## src/source/powerCtrlPkg.sv

```systemverilog
// Power controller shared package with domain count, register map, widths and sequencer states
package powerCtrlPkg;

  // ----------------------------------------
  // Sizes and timing
  // ----------------------------------------

  // Number of switchable power domains
  localparam int NumDomains = 2;

  // Cycles spent in PwrOn2 before restore
  localparam int SettleCycles = 28;

  // ----------------------------------------
  // Vector types
  // ----------------------------------------

  // Register address
  typedef logic [3:0] regAddrT;

  // Register read and write data
  typedef logic [7:0] regDataT;

  // One bit per power domain
  typedef logic [NumDomains-1:0] domainMaskT;

  // Settle counter, wide enough for SettleCycles
  typedef logic [4:0] settleCntT;

  // ----------------------------------------
  // Register map
  // ----------------------------------------

  // Request register, read/write
  localparam regAddrT AddrL1Req = 4'd0;

  // Status register, read only
  localparam regAddrT AddrStatus = 4'd1;

  // Sequencer states, shutoff path then wake path
  typedef enum logic [3:0] {
    Init        = 4'd0,
    ClkOff      = 4'd1,
    Wait1       = 4'd2,
    Isolate     = 4'd3,
    SaveEdge    = 4'd4,
    PrePwrOff   = 4'd5,
    PwrOff      = 4'd6,
    PwrOn1      = 4'd7,
    PwrOn2      = 4'd8,
    RestoreEdge = 4'd9,
    Wait2       = 4'd10,
    DeIsolate   = 4'd11,
    ClkOn       = 4'd12,
    Wait3       = 4'd13,
    RstClr      = 4'd14
  } pwrStateT;

endpackage

```

## src/source/pwrSeqFsm.sv

```systemverilog
// Power shutoff and wake sequencer for a single switchable domain
`timescale 1ns/1ps

module pwrSeqFsm (
  input  logic pclk10,
  input  logic nprst10,
  input  logic l1Req,
  output logic setStatus,
  output logic clrStatus,
  output logic gateClk,
  output logic isolate,
  output logic saveEdge,
  output logic restoreEdge,
  output logic pwr1On,
  output logic pwr2On,
  output logic rstnNonSrpg
);

  import powerCtrlPkg::*;

  // State register and next state
  pwrStateT state;
  pwrStateT nextState;

  // Cycles spent in PwrOn2
  settleCntT settleCnt;

  // Settle time reached, leave PwrOn2 at the next edge
  logic settleDone;

  // Decoded output values for the next state
  logic gateClkNext;
  logic isolateNext;
  logic saveEdgeNext;
  logic restoreEdgeNext;
  logic pwr1OnNext;
  logic pwr2OnNext;
  logic rstnNext;

  // Registered non-retention reset, before the chip reset is merged in
  logic rstnReg;

  // ----------------------------------------
  // Next state decode
  // ----------------------------------------

  // Count starts at zero on entry to PwrOn2
  assign settleDone = (settleCnt == settleCntT'(SettleCycles - 1));

  always_comb
  begin
    nextState = state;
    case (state)
      // Idle with power on until software asks for shutoff
      Init:
        if (l1Req)
          nextState = ClkOff;
      ClkOff:
        nextState = Wait1;
      // Let the clock gate settle
      Wait1:
        nextState = Isolate;
      Isolate:
        nextState = SaveEdge;
      SaveEdge:
        nextState = PrePwrOff;
      PrePwrOff:
        nextState = PwrOff;
      // Domain is off, wait for the request to drop
      PwrOff:
        if (!l1Req)
          nextState = PwrOn1;
      PwrOn1:
        nextState = PwrOn2;
      // Hold here while the supply settles
      PwrOn2:
        if (settleDone)
          nextState = RestoreEdge;
      RestoreEdge:
        nextState = Wait2;
      Wait2:
        nextState = DeIsolate;
      DeIsolate:
        nextState = ClkOn;
      // Wait for the clock to come back
      ClkOn:
        nextState = Wait3;
      Wait3:
        nextState = RstClr;
      RstClr:
        nextState = Init;
      default:
        nextState = Init;
    endcase
  end

  // ----------------------------------------
  // Output decode from next state
  // ----------------------------------------

  always_comb
  begin
    // Values for a powered, running domain
    gateClkNext     = 1'b1;
    isolateNext     = 1'b0;
    saveEdgeNext    = 1'b0;
    restoreEdgeNext = 1'b0;
    pwr1OnNext      = 1'b1;
    pwr2OnNext      = 1'b1;
    rstnNext        = 1'b0;

    // Clock runs only outside the gated window
    if (nextState inside {Init, ClkOn, Wait3, RstClr})
      gateClkNext = 1'b0;

    // Isolation spans the whole unpowered stretch
    if (nextState inside {Isolate, SaveEdge, PrePwrOff, PwrOff, PwrOn1, PwrOn2, RestoreEdge,
                          Wait2})
      isolateNext = 1'b1;

    // One cycle save and restore strobes
    if (nextState == SaveEdge)
      saveEdgeNext = 1'b1;
    if (nextState == RestoreEdge)
      restoreEdgeNext = 1'b1;

    // Switch 2 follows switch 1 by one cycle on wake
    if (nextState == PwrOff)
      pwr1OnNext = 1'b0;
    if (nextState inside {PwrOff, PwrOn1})
      pwr2OnNext = 1'b0;

    // Non-retention flops released before shutoff and again at RstClr
    if (nextState inside {Init, ClkOff, Wait1, Isolate, SaveEdge, PrePwrOff, RstClr})
      rstnNext = 1'b1;
  end

  // ----------------------------------------
  // Registers
  // ----------------------------------------

  always_ff @(posedge pclk10 or negedge nprst10)
  begin
    if (!nprst10)
    begin
      state <= Init;
    end
    else
    begin
      state <= nextState;
    end
  end

  // Cleared in every state other than PwrOn2
  always_ff @(posedge pclk10 or negedge nprst10)
  begin
    if (!nprst10)
    begin
      settleCnt <= '0;
    end
    else if (state == PwrOn2)
    begin
      settleCnt <= settleCnt + 1'b1;
    end
    else
    begin
      settleCnt <= '0;
    end
  end

  // Control outputs change at the edge where their state is entered
  always_ff @(posedge pclk10 or negedge nprst10)
  begin
    if (!nprst10)
    begin
      gateClk     <= 1'b0;
      isolate     <= 1'b0;
      saveEdge    <= 1'b0;
      restoreEdge <= 1'b0;
      pwr1On      <= 1'b1;
      pwr2On      <= 1'b1;
      rstnReg     <= 1'b0;
    end
    else
    begin
      gateClk     <= gateClkNext;
      isolate     <= isolateNext;
      saveEdge    <= saveEdgeNext;
      restoreEdge <= restoreEdgeNext;
      pwr1On      <= pwr1OnNext;
      pwr2On      <= pwr2OnNext;
      rstnReg     <= rstnNext;
    end
  end

  // Chip reset also holds the non-retention flops in reset
  assign rstnNonSrpg = rstnReg & nprst10;

  // Status set as shutoff begins, cleared as wake ends
  assign setStatus = (nextState == ClkOff);
  assign clrStatus = (state == RstClr);

endmodule

```

## src/source/pwrCtrlRegs.sv

```systemverilog
// Request and status register block with strobe writes and combinational read
`timescale 1ns/1ps

module pwrCtrlRegs (
  input  logic                    pclk10,
  input  logic                    nprst10,
  input  logic                    wrEn,
  input  powerCtrlPkg::regAddrT   addr,
  input  powerCtrlPkg::regDataT   wrData,
  output powerCtrlPkg::regDataT   rdData,
  input  powerCtrlPkg::domainMaskT setStatus,
  input  powerCtrlPkg::domainMaskT clrStatus,
  output powerCtrlPkg::domainMaskT l1Req
);

  import powerCtrlPkg::*;

  // Shutoff request, one bit per domain
  domainMaskT reqReg;

  // Domain is shut off or on its way down
  domainMaskT statusReg;

  // Write strobe aimed at the request register
  logic reqWr;

  // ----------------------------------------
  // Write decode
  // ----------------------------------------

  // Only the request register is writable
  assign reqWr = wrEn && (addr == AddrL1Req);

  // Upper data bits beyond the domain count are dropped
  always_ff @(posedge pclk10 or negedge nprst10)
  begin
    if (!nprst10)
    begin
      reqReg <= '0;
    end
    else if (reqWr)
    begin
      reqReg <= wrData[NumDomains-1:0];
    end
  end

  assign l1Req = reqReg;

  // ----------------------------------------
  // Status bits
  // ----------------------------------------

  // Each sequencer owns its own bit
  always_ff @(posedge pclk10 or negedge nprst10)
  begin
    if (!nprst10)
    begin
      statusReg <= '0;
    end
    else
    begin
      for (int i = 0; i < NumDomains; i++)
      begin
        // Set and clear pulses are exclusive per domain
        if (setStatus[i])
        begin
          statusReg[i] <= 1'b1;
        end
        else if (clrStatus[i])
        begin
          statusReg[i] <= 1'b0;
        end
      end
    end
  end

  // ----------------------------------------
  // Read mux
  // ----------------------------------------

  // Follows addr in the same cycle
  always_comb
  begin
    case (addr)
      AddrL1Req:
        rdData = regDataT'(reqReg);
      AddrStatus:
        rdData = regDataT'(statusReg);
      // Unmapped space reads as zero
      default:
        rdData = '0;
    endcase
  end

endmodule

```

## src/source/powerCtrl.sv

```systemverilog
// Power shutoff controller top with register block and one sequencer per domain
`timescale 1ns/1ps

module powerCtrl (
  input  logic                     pclk10,
  input  logic                     nprst10,
  input  logic                     wrEn,
  input  powerCtrlPkg::regAddrT    addr,
  input  powerCtrlPkg::regDataT    wrData,
  output powerCtrlPkg::regDataT    rdData,
  output powerCtrlPkg::domainMaskT gateClk,
  output powerCtrlPkg::domainMaskT isolate,
  output powerCtrlPkg::domainMaskT saveEdge,
  output powerCtrlPkg::domainMaskT restoreEdge,
  output powerCtrlPkg::domainMaskT pwr1On,
  output powerCtrlPkg::domainMaskT pwr2On,
  output powerCtrlPkg::domainMaskT rstnNonSrpg
);

  import powerCtrlPkg::*;

  // Request levels to the sequencers
  domainMaskT l1Req;

  // Status pulses back from the sequencers
  domainMaskT setStatus;
  domainMaskT clrStatus;

  // ----------------------------------------
  // Register block
  // ----------------------------------------

  pwrCtrlRegs uRegs (
    .pclk10    (pclk10),
    .nprst10   (nprst10),
    .wrEn      (wrEn),
    .addr      (addr),
    .wrData    (wrData),
    .rdData    (rdData),
    .setStatus (setStatus),
    .clrStatus (clrStatus),
    .l1Req     (l1Req)
  );

  // ----------------------------------------
  // Per-domain sequencers
  // ----------------------------------------

  for (genvar i = 0; i < NumDomains; i++)
  begin : genDomain
    pwrSeqFsm uSeq (
      .pclk10      (pclk10),
      .nprst10     (nprst10),
      .l1Req       (l1Req[i]),
      .setStatus   (setStatus[i]),
      .clrStatus   (clrStatus[i]),
      .gateClk     (gateClk[i]),
      .isolate     (isolate[i]),
      .saveEdge    (saveEdge[i]),
      .restoreEdge (restoreEdge[i]),
      .pwr1On      (pwr1On[i]),
      .pwr2On      (pwr2On[i]),
      .rstnNonSrpg (rstnNonSrpg[i])
    );
  end

endmodule

```

## config.mk

```make
export PLATFORM = sky130hd
export DESIGN_NAME = powerCtrl
export DESIGN_NICKNAME = d
export VERILOG_FILES = /design/src/source/powerCtrlPkg.sv /design/src/source/pwrSeqFsm.sv /design/src/source/pwrCtrlRegs.sv /design/src/source/powerCtrl.sv
export SDC_FILE = /design/constraint.sdc
export NUM_CORES = 1
export LEC_CHECK = 0
export BUFFER_PORTS_ARGS = -buffer_cell sky130_fd_sc_hd__buf_2
export CAP_MARGIN = 20
export CORE_MARGIN = 2
export CORE_UTILIZATION = 53
export CTS_BUF_LIST = sky130_fd_sc_hd__clkbuf_16
export DETAILED_ROUTE_END_ITERATION = 10
export PLACE_DENSITY_LB_ADDON = 0.15
export SYNTH_ARGS = -nofsm -noshare
export SYNTH_HDL_FRONTEND = slang
export SYNTH_SLANG_ARGS = --single-unit
```

## constraint.sdc

```tcl
create_clock -name pclk10 -period 1.54 [get_ports pclk10]
set_input_delay 0.308 -clock pclk10 [delete_from_list [all_inputs] [get_ports pclk10]]
set_output_delay 0.308 -clock pclk10 [all_outputs]
set_load 0.1 [all_outputs]
```

==> run_results.csv, run 1 <==
group,metric,value,unit
grt,grt_pass1_vias,1137,
placed_design,portBuffers,24,
critical_path,cp-start-kind,"flip-flop",
timing,fin_skew,0.00483,ns
logic_synthesis,synth_top_area_frac,0.456,
logic_synthesis,yosys-top-cells-count,"dfrtp_1 (32), buf_4 (21), nor2_1 (16)",
logic_synthesis,yosysMostFrequentCell,"dfrtp_1",
timing,max_freq,678,MHz
placed_design,place_area,1900,sq um
logic_synthesis,synth_area_leaders,"dfrtp_1 (46%), buf_4 (9.0%), dfstp_2 (6.0%)",
die,io_pins,37,
logic_synthesis,synth-warning-count,0,
final_layout,final_area,2040,sq um
logic_synthesis,ys_types,36,
logic_synthesis,avgSynthCellArea,10.3,sq um
timing,hold_viol_final,0,
final_layout,utilization,0.658,
job,max-cap-violations,0,
drt,ant_nets,0,
drt,routed_wl,2870,um
die,dieArea,3790,sq um
final_layout,layout-drive-gt1-share,0.243,
timing,min_period_over_period,0.958,
logic_synthesis,yosysTopAreaCell,"dfrtp_1",
grt,grt.overflow.total,0,
drt,dr.pass1.iters,4,
logic_synthesis,synth_cells,170,
clock_tree,htreeDepth,2,
clock_tree,cts_root_buf,"clkbuf_16",
drt,dr.first_iter.drc_count,38,
clock_tree,cts_made_buffers,5,
logic_synthesis,synth_seq_area_share,0.516,
outcome,status,"finished, final reports clean",
logic_synthesis,synth_area,1760,sq um
final_layout,syn2layout_area_growth,16.3,%
die,fp.coreArea,3100,sq um
power_and_ir_drop,leakagePower,0.949,nW
clock_tree,clk_latency,0.28,ns
critical_path,setup.worst_path.end_class,"output pin",
die,die_x,61.6,um
logic_synthesis,async_reset_ff_frac,1.00,
timing,finalSetupViolations,0,
placed_design,detailed_place_hpwl,2030,um
critical_path,path_max_fanout,6,
grt,grt_usage,0.191,
clock_tree,clkSinkCount,36,
power_and_ir_drop,vdd_drop_max,0.00102,V
clock_tree,cts_tree,"yes",
die,start_util,0.566,
final_layout,fillers,254,
grt,grt_max_degree,30,
drt,avgViaCountPerCell,5.00,
timing,fin_crit,1.47,ns
power_and_ir_drop,power.density,2260,nW/um^2
drt,via_count,1125,
final_layout,n_antenna_cell,0,
clock_tree,postCtsSetupBuffers,0,
clock_tree,cts.clk_slew.worst_paths,0.05,ns
critical_path,path_class,"reg -> out",
critical_path,required,1.23,ns
clock_tree,clock_path_buffers,2,
final_layout,fin_nets,198,
placed_design,gp_congestion,0.767,
logic_synthesis,synth-edff-count,0,
die,fp.dieH,61.6,um
power_and_ir_drop,p_total,4.62,mW
timing,rsz0062_at_grt,"false",
min_path,min_path_type,"in -> async",
logic_synthesis,ys_ff_latch,36,
drt,wl_per_cell,12.7,um
drt,drc,0,
timing,slew_violations,0,
grt,antenna_found_initial,0,
die,row_count,20,
grt,grt_pass1_wl,5010,um
critical_path,arrival,1.17,ns
logic_synthesis,synth_ff_type,"dfrtp_1",
-- worst paths after layout --
check,start,end,slack [ns],cells after the start
worst max-delay path,uRegs.l1Req[0],rdData[0],0.07,3
worst min-delay path,nprst10,genDomain[1].uSeq.pwr2On,0.02,1
worst max register to register,genDomain[1].uSeq.state[2],genDomain[1].uSeq.gateClk,0.24,3
worst min register to register,genDomain[1].uSeq.settleCnt[0],genDomain[1].uSeq.settleCnt[0],0.46,1
max in group asynchronous,nprst10,genDomain[1].uSeq.saveEdge,0.85,2
min in group pclk10,wrData[1],uRegs.l1Req[1],0.25,2
-- timing repair --
item,CTS,global route
hold buffers,1,0
hold endpoints to repair,5,0
setup endpoints to repair,0,2
gates resized for setup,0,2
-- critical path: stages, from the launching register on --
cell,delay [ns]
dfrtp_2,0.44
mux2i_1,0.19
nor2b_2,0.08
buf_12,0.17
-- report_power, final --
group / leakage [nW] / switching [mW] / total (mW) / internal, mW
combinational: 0.444 / 1.45 / 2.08 / 0.638
sequential: 0.440 / 0.355 / 1.60 / 1.24
clock: 0.0648 / 0.354 / 0.932 / 0.578
-- flip-flops by register name, indices dropped and copies added, names as in the netlist --
signal and flops:
genDomain.uSeq.gateClk 2, genDomain.uSeq.isolate 2, genDomain.uSeq.pwr1On 2, genDomain.uSeq.pwr2On 2, genDomain.uSeq.restoreEdge 2, genDomain.uSeq.rstnReg 2
genDomain.uSeq.saveEdge 2, genDomain.uSeq.settleCnt 10, genDomain.uSeq.state 8, uRegs.l1Req 2, uRegs.statusReg 2
-- routing by layer --
| layer | track usage | up-vias | routed length [um] |
|---|---|---|---|
| li1 | - | 560 | - |
| met1 | 0.247 | 524 | 1360 |
| met2 | 0.287 | 33 | 1280 |
| met3 | 0.0525 | 8 | 151 |
| met4 | 0.109 | 0 | 76 |
| met5 | 0 | - | 0 |
-- cells by family (layout without fill, tap and decap cells) --
logic type,count (synthesis),count (layout),synth area share
and+or+nand+nor,59,59,0.180
DFF,36,36,0.516
buffers and inverters,30,36,0.114
AOI/OAI and AO/OA,28,28,0.0991
xor gates and xnor gates,10,10,0.0499
muxes,4,4,0.0242
adders and majority gates,2,2,0.0143
other,1,6,0.00214
-- through the flow --
stage          hold slack, ns  setup TNS [ns]  worst slack [ns]  std cells
6_report               0.0174               0            0.0654        225
5_1_grt                0.0311               0            0.0331        225
4_1_cts                0.0232               0           0.00228        225
3_5_place_dp            0.167               0             0.167        217
3_3_place_gp            0.161               0             0.213        217
2_1_floorplan          0.0124          -0.254            -0.127        175
-- placed cells by master, fill, tap and decap left out, types with 3 or more instances in the layout --
cell / n
nor2b_1: 5
nor2_1: 16
nand3_1: 5
buf_12: 8
a21oi_1: 4
o21ai_1: 11
nor3_1: 4
buf_2: 16
xor2_1: 7
xnor2_1: 3
dfstp_2: 4
conb_1: 6
nand2_1: 13
a21o_1: 5
clkbuf_16: 5
dfrtp_1: 30
-- cell type report --
class | instances | area (sq um) | area share
clock inverters | 2 | 7.51 | 0.00368
repair buffers | 27 | 265 | 0.130
well taps | 44 | 55.1 | 0.0270
multi-input cells | 109 | 673 | 0.330
flip-flops and latches | 36 | 908 | 0.445
clock buffers | 5 | 125 | 0.0613
inverters | 2 | 7.51 | 0.00368
(Power assumes the default switching activity.)
==> inputs of run 2 (changes only) <==
HOLD_SLACK_MARGIN = 0.08   (was unset)
==> run 2 against run 1 <==
Effect of this change: non-clock buffer count up 1; maximum frequency about the same; combinational power about the same; sequential share of layout area down 0.22 points.
==> run_results.csv, run 2 (synthesis gave the netlist of run 1 again) <==
group,metric,value,unit
placed_design,post-place-cells,217,
final_layout,syn2layout_area_growth,16.9,%
timing,setup_slack,0.0655,ns
final_layout,final_common_cell,"dfrtp_1",
power_and_ir_drop,power.density,2250,nW/um^2
die,dieArea,3790,sq um
clock_tree,cts.clk_slew.worst_paths,0.05,ns
outcome,status,"finished, final reports clean",
clock_tree,cts_root_buf,"clkbuf_16",
drt,avgViaCountPerCell,5.00,
die,fp.coreArea,3100,sq um
final_layout,layout_common_cells,"dfrtp_1 (30), nor2_1 (16), buf_2 (16)",
timing,slew_violations,0,
timing,rsz0062_at_grt,"false",
grt,grt.overflow.total,0,
drt,dr.first_iter.drc_count,38,
timing,fin_skew,0.00477,ns
critical_path,required,1.23,ns
clock_tree,clock_path_buffers,2,
placed_design,detailed_place_hpwl,2030,um
drt,drc,0,
drt,via_count,1129,
clock_tree,cts_made_buffers,5,
timing,fin_crit,1.47,ns
die,fp.dieH,61.6,um
final_layout,instances_no_fill,226,
grt,grt_pass1_vias,1143,
final_layout,top_register,"genDomain.uSeq.settleCnt",
drt,routed_wl,2890,um
timing,hold_slack,0.0918,ns
drt,wl_per_cell,12.8,um
placed_design,post-place-ws,0.167,ns
timing,finalSetupViolations,0,
critical_path,setup.worst_path.end_class,"output pin",
clock_tree,clkSinkCount,36,
power_and_ir_drop,vdd_drop_max,0.00102,V
clock_tree,htreeDepth,2,
grt,antenna_found_initial,0,
die,start_util,0.566,
job,max-cap-violations,0,
grt,grt_max_degree,30,
final_layout,layout-drive-gt1-share,0.242,
timing,fin_tns_setup,0,ns
clock_tree,cts_tree,"yes",
grt,grt_pass1_wl,5020,um
placed_design,portBuffers,24,
critical_path,path_class,"reg -> out",
die,row_count,20,
critical_path,path_max_fanout,6,
placed_design,place_area,1900,sq um
clock_tree,postCtsSetupBuffers,0,
final_layout,n_antenna_cell,0,
placed_design,gp_congestion,0.767,
min_path,min_path_type,"in -> async",
final_layout,largest_reg_flops,10,
power_and_ir_drop,leakagePower,0.953,nW
final_layout,fin_nets,199,
critical_path,cp-start-kind,"flip-flop",
drt,ant_nets,0,
final_layout,final_area,2050,sq um
critical_path,arrival,1.17,ns
final_layout,top_regs,"genDomain.uSeq.settleCnt: 10 flops, genDomain.uSeq.state: 8 flops",
timing,max_freq,678,MHz
timing,min_period_over_period,0.957,
clock_tree,clk_latency,0.28,ns
timing,hold_viol_final,0,
die,io_pins,37,
die,die_x,61.6,um
drt,dr.pass1.iters,4,
grt,grt_usage,0.191,
-- run 2: final cells by class --
cell class / instances / area (sq um)
Tap cell: 44 / 55.1
Clock inverter: 2 / 7.51
Inverter: 2 / 7.51
Multi-Input combinational cell: 109 / 673
Timing Repair Buffer: 28 / 275
Fill cell: 253 / 1050
Clock buffer: 5 / 125
Sequential cell: 36 / 908
-- run 2: final timing paths --
kind / endpoint / depth (start not counted) / start / slack, ns
setup / recovery: rdData[0] / 3 / uRegs.l1Req[0] / 0.07
hold / removal: genDomain[0].uSeq.isolate / 2 / nprst10 / 0.09
setup reg to reg: genDomain[1].uSeq.gateClk / 3 / genDomain[1].uSeq.state[2] / 0.24
hold reg to reg: genDomain[1].uSeq.settleCnt[0] / 1 / genDomain[1].uSeq.settleCnt[0] / 0.46
max in group asynchronous: genDomain[1].uSeq.saveEdge / 2 / nprst10 / 0.88
min in group pclk10: uRegs.l1Req[1] / 2 / wrData[1] / 0.25
-- run 2: what timing repair did --
item / 4_1_cts / 5_1_grt
hold buffers: 2 / 0
hold endpoints to repair: 5 / 0
resized for setup: 0 / 2
setup endpoints to repair: 0 / 2
-- run 2: routing by layer --
layer / vias to the layer above / wire length, um / GRT usage
met5: - / 0 / 0
met2: 33 / 1300 / 0.292
met1: 526 / 1350 / 0.246
met4: 0 / 76 / 0.109
met3: 8 / 151 / 0.0525
li1: 562 / - / -
-- run 2: per-stage QoR --
step	total power [mW]	utilization
final	4.62	0.661
after global routing	4.89	0.661
after CTS	4.64	0.660
after detailed placement	3.70	0.611
after global placement	3.62	0.611
after floorplan	3.41	-
-- run 2: power breakdown --
part / internal [mW] / leakage [nW] / total [mW] / switching [mW]
clock network: 0.578 / 0.0648 / 0.932 / 0.354
registers: 1.24 / 0.440 / 1.60 / 0.355
logic: 0.640 / 0.448 / 2.09 / 1.45
total: 2.46 / 0.953 / 4.62 / 2.16
-- run 2: critical path, stage by stage (launching register included) --
cell and delay (ns):
dfrtp_2 0.44, mux2i_1 0.19, nor2b_2 0.08, buf_12 0.17
==> inputs of run 3 (changes only) <==
MAX_ROUTING_LAYER = met4   (was unset)
==> run 3 against run 2 <==
Effect of this change: setup slack better by 0.0016 ns; cell count unchanged; clock power about the same; non-clock buffer count unchanged; critical path depth unchanged; total power down 0.17%; sequential share of layout area unchanged; highest routed layer unchanged.
==> run_results.csv, run 3 (synthesis gave the netlist of run 1 again) <==
group,metric,value,unit
outcome,status,"finished, final reports clean",
power_and_ir_drop,vdd_drop_max,0.00102,V
drt,ant_nets,0,
grt,antenna_found_initial,0,
clock_tree,clock_path_buffers,2,
drt,dr.pass1.iters,4,
timing,max_freq,679,MHz
final_layout,fin_nets,199,
placed_design,post-place-cells,217,
clock_tree,cts_root_buf,"clkbuf_16",
grt,grt_max_degree,30,
grt,grt_pass1_wl,5040,um
critical_path,r2r.worst_path.cells,3,
grt,grt_usage,0.198,
critical_path,cp-start-kind,"flip-flop",
die,row_count,20,
timing,slew_violations,0,
drt,avgViaCountPerCell,5.02,
drt,via_count,1134,
clock_tree,cts_made_buffers,5,
timing,fin_tns_setup,0,ns
clock_tree,clkSinkCount,36,
final_layout,layout-drive-gt1-share,0.242,
min_path,min_path_type,"in -> async",
timing,hold_viol_final,0,
placed_design,place_area,1900,sq um
clock_tree,cts.clk_slew.worst_paths,0.05,ns
placed_design,post-place-ws,0.167,ns
final_layout,n_antenna_cell,0,
die,fp.coreArea,3100,sq um
timing,setup_slack,0.0671,ns
final_layout,utilization,0.661,
job,max-cap-violations,0,
drt,dr.first_iter.drc_count,46,
timing,rsz0062_at_grt,"false",
placed_design,detailed_place_hpwl,2030,um
final_layout,top_register,"genDomain.uSeq.settleCnt",
final_layout,final_area,2050,sq um
timing,fin_skew,0.00476,ns
timing,fin_crit,1.47,ns
power_and_ir_drop,power.density,2250,nW/um^2
clock_tree,cts_tree,"yes",
critical_path,path_class,"reg -> out",
final_layout,fillers,253,
die,io_pins,37,
critical_path,r2r-end,"genDomain[1].uSeq.gateClk",
die,start_util,0.566,
power_and_ir_drop,p_total,4.61,mW
timing,min_period_over_period,0.956,
final_layout,top_regs,"genDomain.uSeq.settleCnt: 10 flops, genDomain.uSeq.state: 8 flops",
drt,wl_per_cell,12.6,um
final_layout,instances_no_fill,226,
critical_path,path_max_fanout,6,
power_and_ir_drop,leakagePower,0.953,nW
critical_path,setup.worst_path.end_class,"output pin",
timing,hold_slack,0.0903,ns
placed_design,portBuffers,24,
critical_path,required,1.23,ns
placed_design,gp_congestion,0.777,
drt,routed_wl,2860,um
final_layout,layout_common_cells,"dfrtp_1 (30), nor2_1 (16), buf_2 (16)",
final_layout,syn2layout_area_growth,16.9,%
grt,grt.overflow.total,0,
die,fp.dieH,61.6,um
final_layout,largest_reg_flops,10,
clock_tree,clk_latency,0.28,ns
critical_path,worstReg2RegStart,"genDomain[1].uSeq.state[2]",
grt,grt_pass1_vias,1140,
critical_path,r2r_setup_slack,0.25,ns
timing,finalSetupViolations,0,
clock_tree,htreeDepth,2,
final_layout,final_common_cell,"dfrtp_1",
critical_path,arrival,1.16,ns
drt,drc,0,
die,die_x,61.6,um
die,dieArea,3790,sq um
run 3: cell counts in the layout (fill, tap and decap cells not counted):
Identical to the previous run, type by type.
run 3: worst max-delay path by stage:
stage | startpoint | to | slack [ns] | depth (start not counted)
6_report | uRegs.l1Req[0] | rdData[0] | 0.07 | 3
2_1_floorplan | addr[1] | rdData[0] | -0.13 | 2
3_3_place_gp | addr[1] | rdData[0] | 0.21 | 4
5_1_grt | uRegs.l1Req[1] | rdData[1] | 0.03 | 3
3_5_place_dp | addr[1] | rdData[1] | 0.17 | 4
4_1_cts | uRegs.l1Req[0] | rdData[0] | 0.002 | 3
run 3: critical path: stages (launching register included):
cell and delay [ns]:
dfrtp_2 0.44, mux2i_1 0.19, nor2b_2 0.08, buf_12 0.17
run 3: per-layer routing:
metal	share of wire	routed length [um]	up-vias	track usage
li1	-	-	562	-
met1	0.46	1310	528	0.247
met2	0.46	1300	36	0.292
met3	0.056	160	8	0.0525
met4	0.027	77	0	0.109
met5	0	0	-	-
run 3: area by class of cell:
| cell class | instances | area [sq um] | share of cell area |
|---|---|---|---|
| clock buffers | 5 | 125 | 0.0610 |
| clock inverters | 2 | 7.51 | 0.00366 |
| inverters | 2 | 7.51 | 0.00366 |
| multi-input cells | 109 | 673 | 0.328 |
| well taps | 44 | 55.1 | 0.0268 |
| repair buffers | 28 | 275 | 0.134 |
| flip-flops and latches | 36 | 908 | 0.443 |
run 3: power breakdown:
group          switching [mW]  internal [mW]  total [mW]
clock                   0.352          0.578       0.929
combinational            1.45          0.640        2.09
sequential              0.350           1.24        1.60
run 3: repair_timing:
action / 4_1_cts / 5_1_grt
gates resized for setup: 0 / 2
hold buffers: 2 / 0
hold endpoints to repair: 5 / 0
endpoints found under the setup margin: 0 / 2
setup buffers: 0 / 0
